==> src/logic/lpif_link_pkg.sv <==
package lpif_link_pkg;

  ////////////////////////////////////////////////////////////
  // Link widths

  localparam int unsigned DATA_W         = 64;
  localparam int unsigned BVALID_W       = DATA_W / 8;
  localparam int unsigned BSTART_W       = 3;
  localparam int unsigned LANE_PAYLOAD_W = 41;
  // Payload plus strobe plus marker
  localparam int unsigned LANE_W         = LANE_PAYLOAD_W + 2;

  // Strobe cadence on the lanes
  localparam int unsigned STROBE_PERIOD  = 8;
  localparam int unsigned STROBE_CNT_W   = $clog2(STROBE_PERIOD);

  ////////////////////////////////////////////////////////////
  // Vector types

  typedef logic [DATA_W-1:0]   data_t;
  typedef logic [BVALID_W-1:0] bvalid_t;
  typedef logic [BSTART_W-1:0] bstart_t;
  typedef logic [3:0]          link_state_t;
  typedef logic [1:0]          protid_t;
  typedef logic [7:0]          delay_t;
  typedef logic [LANE_W-1:0]   lane_word_t;

  ////////////////////////////////////////////////////////////
  // Flit and lane structs

  // Valid sits on top, so it lands in the high lane
  typedef struct packed {
    logic        valid;
    link_state_t state;
    protid_t     protid;
    bstart_t     bstart;
    bvalid_t     bvalid;
    data_t       data;
  } flit_t;

  // Lane user bits, strobe above marker
  typedef struct packed {
    logic strobe;
    logic marker;
  } lane_bits_t;

  // Online delay FSM
  typedef enum logic [1:0] {
    offline,
    counting,
    online
  } sync_state_e;

endpackage

==> src/logic/lpif_auto_sync.sv <==
`timescale 1ns/1ns

module lpif_auto_sync (
  input  logic                      clk_wr,
  input  logic                      rst_n,

  input  logic                      tx_online,
  input  logic                      rx_online,
  input  lpif_link_pkg::delay_t     delay_xz_value,
  input  lpif_link_pkg::delay_t     delay_x_value,

  output logic                      tx_online_delay,
  output logic                      rx_online_delay,
  output lpif_link_pkg::lane_bits_t tx_user_bits
);

  import lpif_link_pkg::*;

  // Index 0 is TX, index 1 is RX
  logic                     [1:0] online_req;
  delay_t                   [1:0] delay_val;
  logic                     [1:0] online_delay;
  logic [STROBE_CNT_W-1:0]        word_cnt;

  assign online_req = {rx_online, tx_online};
  assign delay_val  = {delay_x_value, delay_xz_value};

  ////////////////////////////////////////////////////////////
  // Online delay counters

  for (genvar ch = 0; ch < 2; ch++) begin : g_sync
    sync_state_e state;
    delay_t      cnt;

    always_ff @(posedge clk_wr or negedge rst_n) begin
      if (!rst_n) begin
        state <= offline;
        cnt   <= '0;
      end else if (!online_req[ch]) begin
        // Drop straight back on a low request
        state <= offline;
      end else begin
        case (state)
          offline: begin
            state <= counting;
            cnt   <= delay_val[ch];
          end
          counting: begin
            if (cnt == '0) begin
              state <= online;
            end else begin
              cnt <= cnt - 1'b1;
            end
          end
          default: state <= online;
        endcase
      end
    end

    assign online_delay[ch] = (state == online);
  end

  assign tx_online_delay = online_delay[0];
  assign rx_online_delay = online_delay[1];

  ////////////////////////////////////////////////////////////
  // Strobe and marker generation

  // Word count restarts at zero on every online entry
  always_ff @(posedge clk_wr or negedge rst_n) begin
    if (!rst_n) begin
      word_cnt <= '0;
    end else if (!tx_online_delay) begin
      word_cnt <= '0;
    end else if (word_cnt == STROBE_CNT_W'(STROBE_PERIOD - 1)) begin
      word_cnt <= '0;
    end else begin
      word_cnt <= word_cnt + 1'b1;
    end
  end

  always_comb begin
    tx_user_bits.strobe = tx_online_delay && (word_cnt == '0);
    tx_user_bits.marker = tx_online_delay;
  end

  // User bits clear one word after the online request drops
  a_user_bits_offline : assert property (
    @(posedge clk_wr) disable iff (!rst_n)
    !tx_online |=> (tx_user_bits == '0)
  );

endmodule

==> src/logic/lpif_flit_pack.sv <==
`timescale 1ns/1ns

module lpif_flit_pack (
  input  logic                       clk_wr,
  input  logic                       rst_n,

  // Downstream user channel
  input  lpif_link_pkg::link_state_t dstrm_state,
  input  lpif_link_pkg::protid_t     dstrm_protid,
  input  lpif_link_pkg::data_t       dstrm_data,
  input  lpif_link_pkg::bstart_t     dstrm_bstart,
  input  lpif_link_pkg::bvalid_t     dstrm_bvalid,
  input  logic                       dstrm_valid,

  input  lpif_link_pkg::flit_t       rx_flit,
  input  logic                       rx_online_delay,

  output lpif_link_pkg::flit_t       tx_flit,

  // Upstream user channel
  output lpif_link_pkg::link_state_t ustrm_state,
  output lpif_link_pkg::protid_t     ustrm_protid,
  output lpif_link_pkg::data_t       ustrm_data,
  output lpif_link_pkg::bstart_t     ustrm_bstart,
  output lpif_link_pkg::bvalid_t     ustrm_bvalid,
  output logic                       ustrm_valid
);

  import lpif_link_pkg::*;

  logic                        tx_valid_q;
  logic [$bits(flit_t)-2:0]    tx_body_q;

  ////////////////////////////////////////////////////////////
  // Downstream flit register

  always_ff @(posedge clk_wr or negedge rst_n) begin
    if (!rst_n) begin
      tx_valid_q <= 1'b0;
    end else begin
      tx_valid_q <= dstrm_valid;
    end
  end

  // Field order follows flit_t below valid
  always_ff @(posedge clk_wr) begin
    tx_body_q <= {dstrm_state, dstrm_protid, dstrm_bstart, dstrm_bvalid, dstrm_data};
  end

  assign tx_flit = flit_t'({tx_valid_q, tx_body_q});

  ////////////////////////////////////////////////////////////
  // Upstream register

  always_ff @(posedge clk_wr or negedge rst_n) begin
    if (!rst_n) begin
      ustrm_valid <= 1'b0;
    end else begin
      ustrm_valid <= rx_flit.valid && rx_online_delay;
    end
  end

  always_ff @(posedge clk_wr) begin
    ustrm_state  <= rx_flit.state;
    ustrm_protid <= rx_flit.protid;
    ustrm_data   <= rx_flit.data;
    ustrm_bstart <= rx_flit.bstart;
    ustrm_bvalid <= rx_flit.bvalid;
  end

  // Upstream valid needs RX online already when the lanes were sampled
  a_ustrm_valid_online : assert property (
    @(posedge clk_wr) disable iff (!rst_n)
    ustrm_valid |-> $past(rx_online_delay, 2)
  );

endmodule

==> src/logic/lpif_lane_stripe.sv <==
`timescale 1ns/1ns

module lpif_lane_stripe (
  input  logic                      clk_wr,
  input  logic                      rst_n,

  input  lpif_link_pkg::flit_t      tx_flit,
  input  logic                      tx_online_delay,
  input  lpif_link_pkg::lane_bits_t tx_user_bits,
  input  logic                      rx_online_delay,

  // PHY lanes
  input  lpif_link_pkg::lane_word_t rx_phy0,
  input  lpif_link_pkg::lane_word_t rx_phy1,
  output lpif_link_pkg::lane_word_t tx_phy0,
  output lpif_link_pkg::lane_word_t tx_phy1,

  output lpif_link_pkg::flit_t      rx_flit,
  output logic                      rx_align_err
);

  import lpif_link_pkg::*;

  logic [2*LANE_PAYLOAD_W-1:0] tx_bits;
  logic                        rx_marker_ok;
  logic                        rx_pair_valid;
  logic                        rx_valid_q;
  logic [$bits(flit_t)-2:0]    rx_body_q;

  ////////////////////////////////////////////////////////////
  // Transmit striping

  assign tx_bits = tx_flit;

  // Lane 0 carries the low half, lane 1 the high half
  always_ff @(posedge clk_wr or negedge rst_n) begin
    if (!rst_n) begin
      tx_phy0 <= '0;
      tx_phy1 <= '0;
    end else if (!tx_online_delay) begin
      tx_phy0 <= '0;
      tx_phy1 <= '0;
    end else begin
      tx_phy0 <= {tx_user_bits.strobe, tx_user_bits.marker,
                  tx_bits[LANE_PAYLOAD_W-1:0]};
      // Marker stays clear on lane 1
      tx_phy1 <= {tx_user_bits.strobe, 1'b0,
                  tx_bits[2*LANE_PAYLOAD_W-1:LANE_PAYLOAD_W]};
    end
  end

  ////////////////////////////////////////////////////////////
  // Receive check and rejoin

  assign rx_marker_ok  = rx_phy0[LANE_W-2] && !rx_phy1[LANE_W-2];
  // Flit valid is the top payload bit of lane 1
  assign rx_pair_valid = rx_phy1[LANE_PAYLOAD_W-1];

  always_ff @(posedge clk_wr or negedge rst_n) begin
    if (!rst_n) begin
      rx_valid_q <= 1'b0;
    end else begin
      rx_valid_q <= rx_online_delay && rx_marker_ok && rx_pair_valid;
    end
  end

  always_ff @(posedge clk_wr) begin
    rx_body_q <= {rx_phy1[LANE_PAYLOAD_W-2:0], rx_phy0[LANE_PAYLOAD_W-1:0]};
  end

  assign rx_flit = flit_t'({rx_valid_q, rx_body_q});

  // Sticky until reset
  always_ff @(posedge clk_wr or negedge rst_n) begin
    if (!rst_n) begin
      rx_align_err <= 1'b0;
    end else if (rx_online_delay && rx_pair_valid && !rx_marker_ok) begin
      rx_align_err <= 1'b1;
    end
  end

  // Any lane traffic leaves with marker set on lane 0 only
  a_tx_lanes_quiet : assert property (
    @(posedge clk_wr) disable iff (!rst_n)
    (tx_phy0 != '0 || tx_phy1 != '0) |-> (tx_phy0[LANE_W-2] && !tx_phy1[LANE_W-2])
  );

endmodule

==> src/logic/lpif_link_top.sv <==
`timescale 1ns/1ns

module lpif_link_top (
  input  logic                       clk_wr,
  input  logic                       rst_n,

  // Link control
  input  logic                       tx_online,
  input  logic                       rx_online,
  input  lpif_link_pkg::delay_t      delay_x_value,
  input  lpif_link_pkg::delay_t      delay_xz_value,

  // PHY lanes
  output lpif_link_pkg::lane_word_t  tx_phy0,
  output lpif_link_pkg::lane_word_t  tx_phy1,
  input  lpif_link_pkg::lane_word_t  rx_phy0,
  input  lpif_link_pkg::lane_word_t  rx_phy1,
  output logic                       rx_align_err,

  // Downstream channel
  input  lpif_link_pkg::link_state_t dstrm_state,
  input  lpif_link_pkg::protid_t     dstrm_protid,
  input  lpif_link_pkg::data_t       dstrm_data,
  input  lpif_link_pkg::bstart_t     dstrm_bstart,
  input  lpif_link_pkg::bvalid_t     dstrm_bvalid,
  input  logic                       dstrm_valid,

  // Upstream channel
  output lpif_link_pkg::link_state_t ustrm_state,
  output lpif_link_pkg::protid_t     ustrm_protid,
  output lpif_link_pkg::data_t       ustrm_data,
  output lpif_link_pkg::bstart_t     ustrm_bstart,
  output lpif_link_pkg::bvalid_t     ustrm_bvalid,
  output logic                       ustrm_valid
);

  import lpif_link_pkg::*;

  ////////////////////////////////////////////////////////////
  // Interconnect

  flit_t      tx_flit;
  flit_t      rx_flit;
  logic       tx_online_delay;
  logic       rx_online_delay;
  lane_bits_t tx_user_bits;

  ////////////////////////////////////////////////////////////
  // Auto sync

  lpif_auto_sync lpif_auto_sync_i (
    .clk_wr          (clk_wr),
    .rst_n           (rst_n),
    .tx_online       (tx_online),
    .rx_online       (rx_online),
    .delay_xz_value  (delay_xz_value),
    .delay_x_value   (delay_x_value),
    .tx_online_delay (tx_online_delay),
    .rx_online_delay (rx_online_delay),
    .tx_user_bits    (tx_user_bits)
  );

  ////////////////////////////////////////////////////////////
  // User interface

  lpif_flit_pack lpif_flit_pack_i (
    .clk_wr          (clk_wr),
    .rst_n           (rst_n),
    .dstrm_state     (dstrm_state),
    .dstrm_protid    (dstrm_protid),
    .dstrm_data      (dstrm_data),
    .dstrm_bstart    (dstrm_bstart),
    .dstrm_bvalid    (dstrm_bvalid),
    .dstrm_valid     (dstrm_valid),
    .rx_flit         (rx_flit),
    .rx_online_delay (rx_online_delay),
    .tx_flit         (tx_flit),
    .ustrm_state     (ustrm_state),
    .ustrm_protid    (ustrm_protid),
    .ustrm_data      (ustrm_data),
    .ustrm_bstart    (ustrm_bstart),
    .ustrm_bvalid    (ustrm_bvalid),
    .ustrm_valid     (ustrm_valid)
  );

  ////////////////////////////////////////////////////////////
  // PHY striping

  lpif_lane_stripe lpif_lane_stripe_i (
    .clk_wr          (clk_wr),
    .rst_n           (rst_n),
    .tx_flit         (tx_flit),
    .tx_online_delay (tx_online_delay),
    .tx_user_bits    (tx_user_bits),
    .rx_online_delay (rx_online_delay),
    .rx_phy0         (rx_phy0),
    .rx_phy1         (rx_phy1),
    .tx_phy0         (tx_phy0),
    .tx_phy1         (tx_phy1),
    .rx_flit         (rx_flit),
    .rx_align_err    (rx_align_err)
  );

endmodule

==> config.mk <==
export PLATFORM = sky130hd
export DESIGN_NAME = lpif_link_top
export DESIGN_NICKNAME = d
export VERILOG_FILES = /design/src/logic/lpif_link_pkg.sv /design/src/logic/lpif_auto_sync.sv /design/src/logic/lpif_flit_pack.sv /design/src/logic/lpif_lane_stripe.sv /design/src/logic/lpif_link_top.sv
export SDC_FILE = /design/constraint.sdc
export NUM_CORES = 1
export LEC_CHECK = 0
export BUFFER_PORTS_ARGS = -buffer_cell sky130_fd_sc_hd__buf_2
export CAP_MARGIN = 25
export CORE_ASPECT_RATIO = 0.5
export CORE_UTILIZATION = 45
export CTS_BUF_LIST = sky130_fd_sc_hd__clkbuf_8
export DETAILED_ROUTE_END_ITERATION = 7
export PLACE_DENSITY = 0.86
export SLEW_MARGIN = 20
export SYNTH_ARGS = -nofsm -noshare
export SYNTH_HDL_FRONTEND = slang
export SYNTH_SLANG_ARGS = --single-unit
==> constraint.sdc <==
create_clock -name clk_wr -period 2.35 [get_ports clk_wr]
set_input_delay 0.1175 -clock clk_wr [delete_from_list [all_inputs] [get_ports clk_wr]]
set_output_delay 0.1175 -clock clk_wr [all_outputs]
set_load 0.1 [all_outputs]
==> metrics.txt, run 1 <==
largest net degree at the start of global routing=83; Post-Route WL=24,700 um; IO Pins=approximately 360; Tmin final=2.03 ns; setup slack, reg-to-reg=0.32 ns; GP Congestion=0.801; worst setup slack after layout=~0.32 ns; Setup Viol. Count Final=0; gr usage total=23.4%; drc violations=2; Clock Sinks=354; dpl cells=roughly 1,200; layout cells sized above 1=36.3%; CTS clk-pin slew, worst paths=around 0.08 ns; failing checks=DRC; final hold violation count=0; row count=36; H-tree levels=2; Area Overhead vs Synth=54.7%; slew at the pin closest to its max-slew limit=0.765 ns; Max Cap Violations=0; total grt overflow=0; power per cell area=893 mW/mm2; Initial Util=46.1%; Core ar.=0.0195 mm2; Fmax achieved=roughly 0.49 GHz; Max VDD drop=~0.76 mV; WL/cell=around 17 um; Top Metal Used=met4; kind of critical path=flip-flop to flip-flop; Slew Limit Fails=0; Post-synth EDFFs=0; #FFs+latches synth=354; post-synthesis instance area=approximately 0.009 mm2; Nets=between 1,000 and 1,500; synth unique cells=44; CP Launch Type=flip-flop; root buffer cell=clkbuf_8; Vias=approximately 6,500; outcome=complete, but fails checks; Bufs on Longest Clock Path=3; RSZ-0062 raised after global routing=false; Simple-Gate Fraction of Synth Area=8.82%; Die H=around 100 um; FF-to-FF End=lpif_auto_sync_i.g_sync[1].cnt[5]; worst hold path class=primary input to async pin; Worst-Skew Late Latency=roughly 0.56 ns; endpoint class of the critical path=flip-flop; clk_skew=about 0.026 ns; net count after synthesis=767; crit path from=lpif_auto_sync_i.g_sync[1].cnt[0]; Synth Area in Adders=0.972%; commonest non-fill, non-tap cells in the layout=buf_2 (352), dfxtp_1 (243), dlygate4sd3_1 (186); DR vias/cell=4.47; asr flop ratio synth=31.4%; WP data arrival=2.46 ns; DR WL met3=1310 um; Leakage=around 0.007 uW; post-synthesis sequential area ratio=between 80% and 90%; period utilization=86.3%; Synth Flop Type=dfxtp_1; Detailed Routing Iterations Pass 1=8; R2R depth=7; syn_area_per_cell=roughly 16 um2; hpwl dp=14,200 um; largest family of logic cells by synthesized area=simple AND/OR/NAND/NOR gates; initial antenna violation count=0; CP required=roughly 2.8 ns; commonest non-fill, non-tap cell in the layout=buf_2; M1 WL=9050 um; post-synthesis xor/xnor area fraction=0%; global-route wire length before repair=between 30,000 and 40,000 um; Critical Path Fanout Max=10; Final TNS setup=0 ns; Place WS=0.396 ns; Syn Inst Count=approximately 570; Routed Antenna Nets=0; Final Non-Filler Cells=1,447; WL met2=between 10,000 and 15,000 um; relative slew slack=48.9%; TritonCTS Buffers=46; Die X=202 um; TritonCTS clock tree=built; number of global-route vias before repair=approximately 7,100; Filler cells=1,271; initial DRC count=287; Port-buffer cells=around 350; YS warnings=0; Util after Layout=between 70% and 80%; Synth Area in Compound Gates=3.97%; die area=a little over 0.02 mm2; Inserted Diodes=0; mux contribution to synthesized area=less than 1%; reg-to-reg startpoint=lpif_auto_sync_i.g_sync[1].cnt[0]
-- Yosys cell counts (2+ instances only) --
library cell / instances / share of area [%]
a211oi_1: 2 / 0.17
a22oi_1: 2 / 0.17
nand2_1: 4 / 0.17
nand3b_1: 2 / 0.17
o2bb2ai_1: 3 / 0.29
and2_1: 84 / 5.8
a31oi_1: 3 / 0.21
buf_4: 2 / 0.17
nor2b_1: 4 / 0.28
nand2b_1: 4 / 0.28
ha_1: 7 / 0.97
o21a_1: 4 / 0.33
o32ai_1: 2 / 0.19
o21ai_0: 10 / 0.56
nor3b_1: 3 / 0.25
a21oi_1: 15 / 0.83
o22a_1: 3 / 0.29
dfrtp_1: 111 / 31
nor2_1: 16 / 0.67
mux2i_1: 2 / 0.22
clkbuf_1: 11 / 0.46
nor3_1: 7 / 0.39
dfxtp_1: 243 / 54
inv_1: 8 / 0.33
-- repair_timing --
item                      4_1_cts  5_1_grt
resized for setup               0        0
hold buffers                  186        0
setup buffers                   0        0
hold endpoints to repair      267        0
-- report_power, final --
part           internal, uW  switching (uW)  leakage (uW)
registers              6300             122       0.00355
logic                   437             839       0.00290
clock network          2510            2250      0.000568
-- metrics by stage --
step	area, um2	hold WS [ns]	power (uW)
4_1_cts	13900	0.0618	12500
3_5_place_dp	11100	0.129	7550
3_3_place_gp	11100	0.127	7500
2_1_floorplan	9010	-0.178	7200
6_report	13900	0.101	12500
5_1_grt	13900	0.110	12900
-- worst max-delay path by stage --
stage	slack, ns	to
final	0.32	lpif_auto_sync_i.g_sync[1].cnt[5]
after global routing	0.25	lpif_auto_sync_i.g_sync[1].cnt[5]
after CTS	0.38	lpif_auto_sync_i.g_sync[0].cnt[7]
after detailed placement	0.40	lpif_auto_sync_i.g_sync[0].cnt[7]
after global placement	0.48	lpif_auto_sync_i.g_sync[0].cnt[7]
after floorplan	0.57	lpif_auto_sync_i.g_sync[0].cnt[7]
-- worst max-delay path, cell delays in order (launching register included) --
cell and delay [ns]:
dfrtp_1 0.44, inv_1 0.15, ha_1 0.19, nand3b_1 0.14, o311ai_4 0.47, inv_2 0.18
o21a_1 0.15, o22a_1 0.19
-- metal layers --
metal / global-route usage, % / vias to the layer above
li1: - / 2985
met1: 24.8 / 3150
met2: 43.7 / 245
met3: 6.19 / 86
met4: 12.0 / 0
met5: 0 / -
-- sequential cells by signal, indices dropped and copies added, names as in the netlist --
register and cells:
lpif_lane_stripe_i.rx_body_q 81, lpif_auto_sync_i.g_sync.state 4, lpif_lane_stripe_i.rx_valid_q 1, lpif_flit_pack_i.ustrm_state 4, lpif_flit_pack_i.ustrm_bstart 3, lpif_flit_pack_i.tx_body_q 81, lpif_lane_stripe_i.rx_align_err 1, lpif_flit_pack_i.ustrm_protid 2
lpif_flit_pack_i.ustrm_data 64, lpif_lane_stripe_i.tx_phy0 42, lpif_flit_pack_i.ustrm_valid 1, lpif_flit_pack_i.ustrm_bvalid 8, lpif_flit_pack_i.tx_valid_q 1, lpif_auto_sync_i.word_cnt 3, lpif_auto_sync_i.g_sync.cnt 16, lpif_lane_stripe_i.tx_phy1 42
-- cell type report --
type                       count  area (um2)  share of cell area [%]
clock buffer                  56         771                    5.53
clock inverter                26         208                    1.49
inverter                      10        40.0                   0.287
multi-input combinational    193        1260                    9.07
sequential                   354        7640                    54.8
tap                          266         333                    2.39
timing repair buffer         542        3680                    26.4
-- cell families after synthesis --
group | after synthesis
AOI/OAI and AO/OA | 51
adders and majority gates | 7
buffers and inverters | 25
DFF | 354
muxes | 2
other | 1
and+or+nand+nor | 132
(Power assumes the default switching activity.)
==> run 2: changes to the inputs <==
--- a/config.mk
+++ b/config.mk
@@ -5,13 +5,13 @@
 export SDC_FILE = /design/constraint.sdc
 export NUM_CORES = 1
 export LEC_CHECK = 0
-export BUFFER_PORTS_ARGS = -buffer_cell sky130_fd_sc_hd__buf_2
 export CAP_MARGIN = 25
 export CORE_ASPECT_RATIO = 0.5
 export CORE_UTILIZATION = 45
 export CTS_BUF_LIST = sky130_fd_sc_hd__clkbuf_8
 export DETAILED_ROUTE_END_ITERATION = 7
-export PLACE_DENSITY = 0.86
+export DONT_BUFFER_PORTS = 1
+export PLACE_DENSITY = 0.71
 export SLEW_MARGIN = 20
 export SYNTH_ARGS = -nofsm -noshare
 export SYNTH_HDL_FRONTEND = slang
==> metrics.txt, run 2 <==
largest cells by area after synthesis=dfxtp_1 (54%), dfrtp_1 (31%), and2_1 (5.8%); Initial Util=46.1% (unchanged); Syn Inst Count=572 (unchanged); Cell Area, Placed=0.00936 mm2 (-16%); TritonCTS Buffers=45 (-2.2%); Die X=202 um (unchanged); post-CTS setup buffer count=0 (unchanged); Post-synth EDFFs=0 (unchanged); post-synthesis sequential area ratio=84.8% (unchanged); hpwl dp=11,700 um (-18%); IO Pins=357 (unchanged); #FFs+latches synth=354 (unchanged); last stage reached=clock tree synthesis (4_1_cts); Die H=102 um (unchanged); Bufs on Longest Clock Path=3 (unchanged); net count after synthesis=767 (unchanged); Synth top area share=54.0% (unchanged); GP Congestion=0.769 (-4.0%); outcome=did not finish; post-synthesis instance area=0.00901 mm2 (unchanged); synth cell count leaders=dfxtp_1 (243), dfrtp_1 (111), and2_1 (84); Synth Flop Type=dfxtp_1; row count=36 (unchanged); count leader, synth=dfxtp_1; synth unique cells=44 (unchanged); Port-buffer cells=0 (-100%); H-tree levels=2 (unchanged); asr flop ratio synth=31.4% (unchanged); root buffer cell=clkbuf_8; Place WS=0.419 ns (+0.0231 ns); first error=[ERROR RSZ-0060] Max buffer count reached.; YS warnings=0 (unchanged); hold_buf cts=184 (-1.1%); syn_area_per_cell=15.8 um2 (unchanged); Clock Sinks=354 (unchanged); PostCTS Resize Cnt=0 (unchanged); Yosys top cell by area=dfxtp_1
## run 2: cell counts after synthesis
No cell type changed its count.
## run 2: kinds of logic after synthesis
kind of cell    Yosys count  synth area share (%)
simple gates            132                  8.82
fa+ha+maj                 7                 0.972
flops                   354                  84.8
buf+inv                  25                  1.17
other cells               1                0.0416
compound gates           51                  3.97
mux                       2                 0.222
## run 2: metrics by stage
step,util (%),std cells
2_1_floorplan,-,572
3_3_place_gp,47.9,832
3_5_place_dp,47.9,832
==> run 3: changes to the inputs <==
--- a/config.mk
+++ b/config.mk
@@ -6,12 +6,10 @@
 export NUM_CORES = 1
 export LEC_CHECK = 0
 export CAP_MARGIN = 25
-export CORE_ASPECT_RATIO = 0.5
-export CORE_UTILIZATION = 45
-export CTS_BUF_LIST = sky130_fd_sc_hd__clkbuf_8
+export CORE_UTILIZATION = 30
 export DETAILED_ROUTE_END_ITERATION = 7
 export DONT_BUFFER_PORTS = 1
-export PLACE_DENSITY = 0.71
+export PLACE_DENSITY_LB_ADDON = 0.15
 export SLEW_MARGIN = 20
 export SYNTH_ARGS = -nofsm -noshare
 export SYNTH_HDL_FRONTEND = slang
==> metrics.txt, run 3 (same netlist as run 1, synthesis figures left out) <==
reg-to-reg startpoint=lpif_auto_sync_i.g_sync[0].cnt[0]; Max Cap Violations=0; Fmax achieved=0.512 GHz; row count=63 (+75%); slowest CP cell=or4bb_1; initial antenna violation count=1; slew at the pin closest to its max-slew limit=between 0.9 and 1 ns; Total Power=13,400 uW; outcome=complete, but fails checks; clk_skew=between 0.01 and 0.015 ns; kind of critical path=flip-flop to flip-flop; Filler cells=2,653; final hold slack=-0.695 ns; Initial Util=30.5% (-16 points); Slew Limit Fails=0; Bufs on Longest Clock Path=3 (unchanged); setup slack, reg-to-reg=between 0.3 and 0.4 ns; CP Launch Type=flip-flop; Routed Antenna Nets=0; Max VDD drop=between 0.9 and 1 mV; WP data arrival=2.35 ns; initial DRC count=139; Detailed Routing Iterations Pass 1=4; Tmin final=1.95 ns; period utilization=between 80% and 90%; power per cell area=between 1000 and 1500 mW/mm2; final hold violation count=roughly 110; Post-Route WL=19,700 um; TritonCTS Buffers=37 (-18%); GP Congestion=0.800 (+4.0%); Critical Path Fanout Max=9; drc violations=0; Setup Viol. Count Final=0; hold_buf cts=185 (+0.54%); failing checks=hold timing; gr usage total=approximately 13%; largest net degree at the start of global routing=between 100 and 150; FF-to-FF End=lpif_auto_sync_i.g_sync[0].cnt[7]; Final TNS setup=0 ns; CP required=roughly 2.7 ns; Die X=175 um (-13%); Vias=just under 5,000; endpoint class of the critical path=flip-flop; root buffer cell=clkbuf_16; Core ar.=between 0.02 and 0.03 mm2; relative slew slack=roughly a third; DR vias/cell=4.05; IO Pins=357 (unchanged); global-route wire length before repair=between 20,000 and 30,000 um; WL/cell=about 16 um; worst hold path class=primary input to async pin; Place WS=0.408 ns (-0.0116 ns); hpwl dp=13,000 um (+11%); Util after Layout=between 40% and 50%; Largest regs=lpif_flit_pack_i.tx_body_q (81), lpif_lane_stripe_i.rx_body_q (81), lpif_flit_pack_i.ustrm_data (64); H-tree levels=2 (unchanged); number of global-route vias before repair=between 5,000 and 6,000; Worst-Skew Late Latency=between 0.5 and 0.6 ns; Port-buffer cells=0 (unchanged); commonest non-fill, non-tap cells in the layout=dfxtp_1 (243), dlygate4sd3_1 (185), dfrtp_1 (110); die area=between 0.03 and 0.04 mm2; CP max stage delay=between 0.4 and 0.5 ns; RSZ-0062 raised after global routing=false; Area Overhead vs Synth=41.2%; layout cells sized above 1=between 10% and 20%; TritonCTS clock tree=built; CP Cell Sequence=inv_1 -> ha_1 -> or4bb_1 -> o21ai_4 -> inv_4 -> o21a_1 -> o22a_1; worst setup slack after layout=about 0.4 ns; Nets=990; commonest non-fill, non-tap cell in the layout=dfxtp_1; CTS clk-pin slew, worst paths=0.06 ns; total grt overflow=0; R2R depth=7; Die H=175 um (+72%); Leakage=approximately 0.0056 uW; Clock Sinks=354 (unchanged)
-- run 3: area by class of cell --
type	instances	area [um2]	share of cell area, %
Multi-Input combinational cell	193	1260	9.93
Sequential cell	354	7640	60.1
Timing Repair Buffer	199	1970	15.5
Antenna cell	2	5.00	0.0393
Clock inverter	18	184	1.45
Inverter	10	40.0	0.315
Clock buffer	49	1130	8.86
Tap cell	390	488	3.84
-- run 3: per-layer routing --
metal  wire length [um]  vias up  GRT usage (%)
li1                   -     2290              -
met2               9800      259           21.3
met3               2050       40           5.19
met1               7270     2326           14.0
met4                530        0           4.82
met5                  0        -              0
-- run 3: how the worst max path moves through the flow --
stage / start / end / slack (ns) / depth (start not counted)
finish: lpif_auto_sync_i.g_sync[0].cnt[0] / lpif_auto_sync_i.g_sync[0].cnt[7] / 0.40 / 7
global route: lpif_auto_sync_i.g_sync[0].cnt[0] / lpif_auto_sync_i.g_sync[0].cnt[7] / 0.31 / 7
CTS: lpif_auto_sync_i.g_sync[0].cnt[0] / lpif_auto_sync_i.g_sync[0].cnt[7] / 0.40 / 7
detailed placement: lpif_auto_sync_i.g_sync[0].cnt[0] / lpif_auto_sync_i.g_sync[0].cnt[7] / 0.41 / 7
global placement: lpif_auto_sync_i.g_sync[0].cnt[0] / lpif_auto_sync_i.g_sync[0].cnt[7] / 0.44 / 7
floorplan: lpif_auto_sync_i.g_sync[0].cnt[0] / lpif_auto_sync_i.g_sync[0].cnt[7] / 0.57 / 7
-- run 3: report_power, final --
group	switching, uW	internal, uW	total (uW)
clock	2380	3650	6030
sequential	600	6300	6900
combinational	224	291	515
total	3210	10200	13400
-- run 3: critical path: cells and delay by family, from the launching register on --
family,cells,cell delay [ns]
AOI/OAI and AO/OA,3,0.61
buffers and inverters,2,0.22
DFF,1,0.39
and+or+nand+nor,1,0.47
adders and majority gates,1,0.15
-- run 3: stage by stage --
step | instance area [um2] | std cells
CTS | 12700 | 1213
global route | 12700 | 1214
global placement | 9550 | 961
detailed placement | 9550 | 961
finish | 12700 | 1215
floorplan | 9010 | 572
-- run 3: timing repair --
| action | 4_1_cts | 5_1_grt |
|---|---|---|
| setup buffers | 0 | 0 |
| hold endpoints to repair | 296 | 111 |
| resized for setup | 0 | 0 |
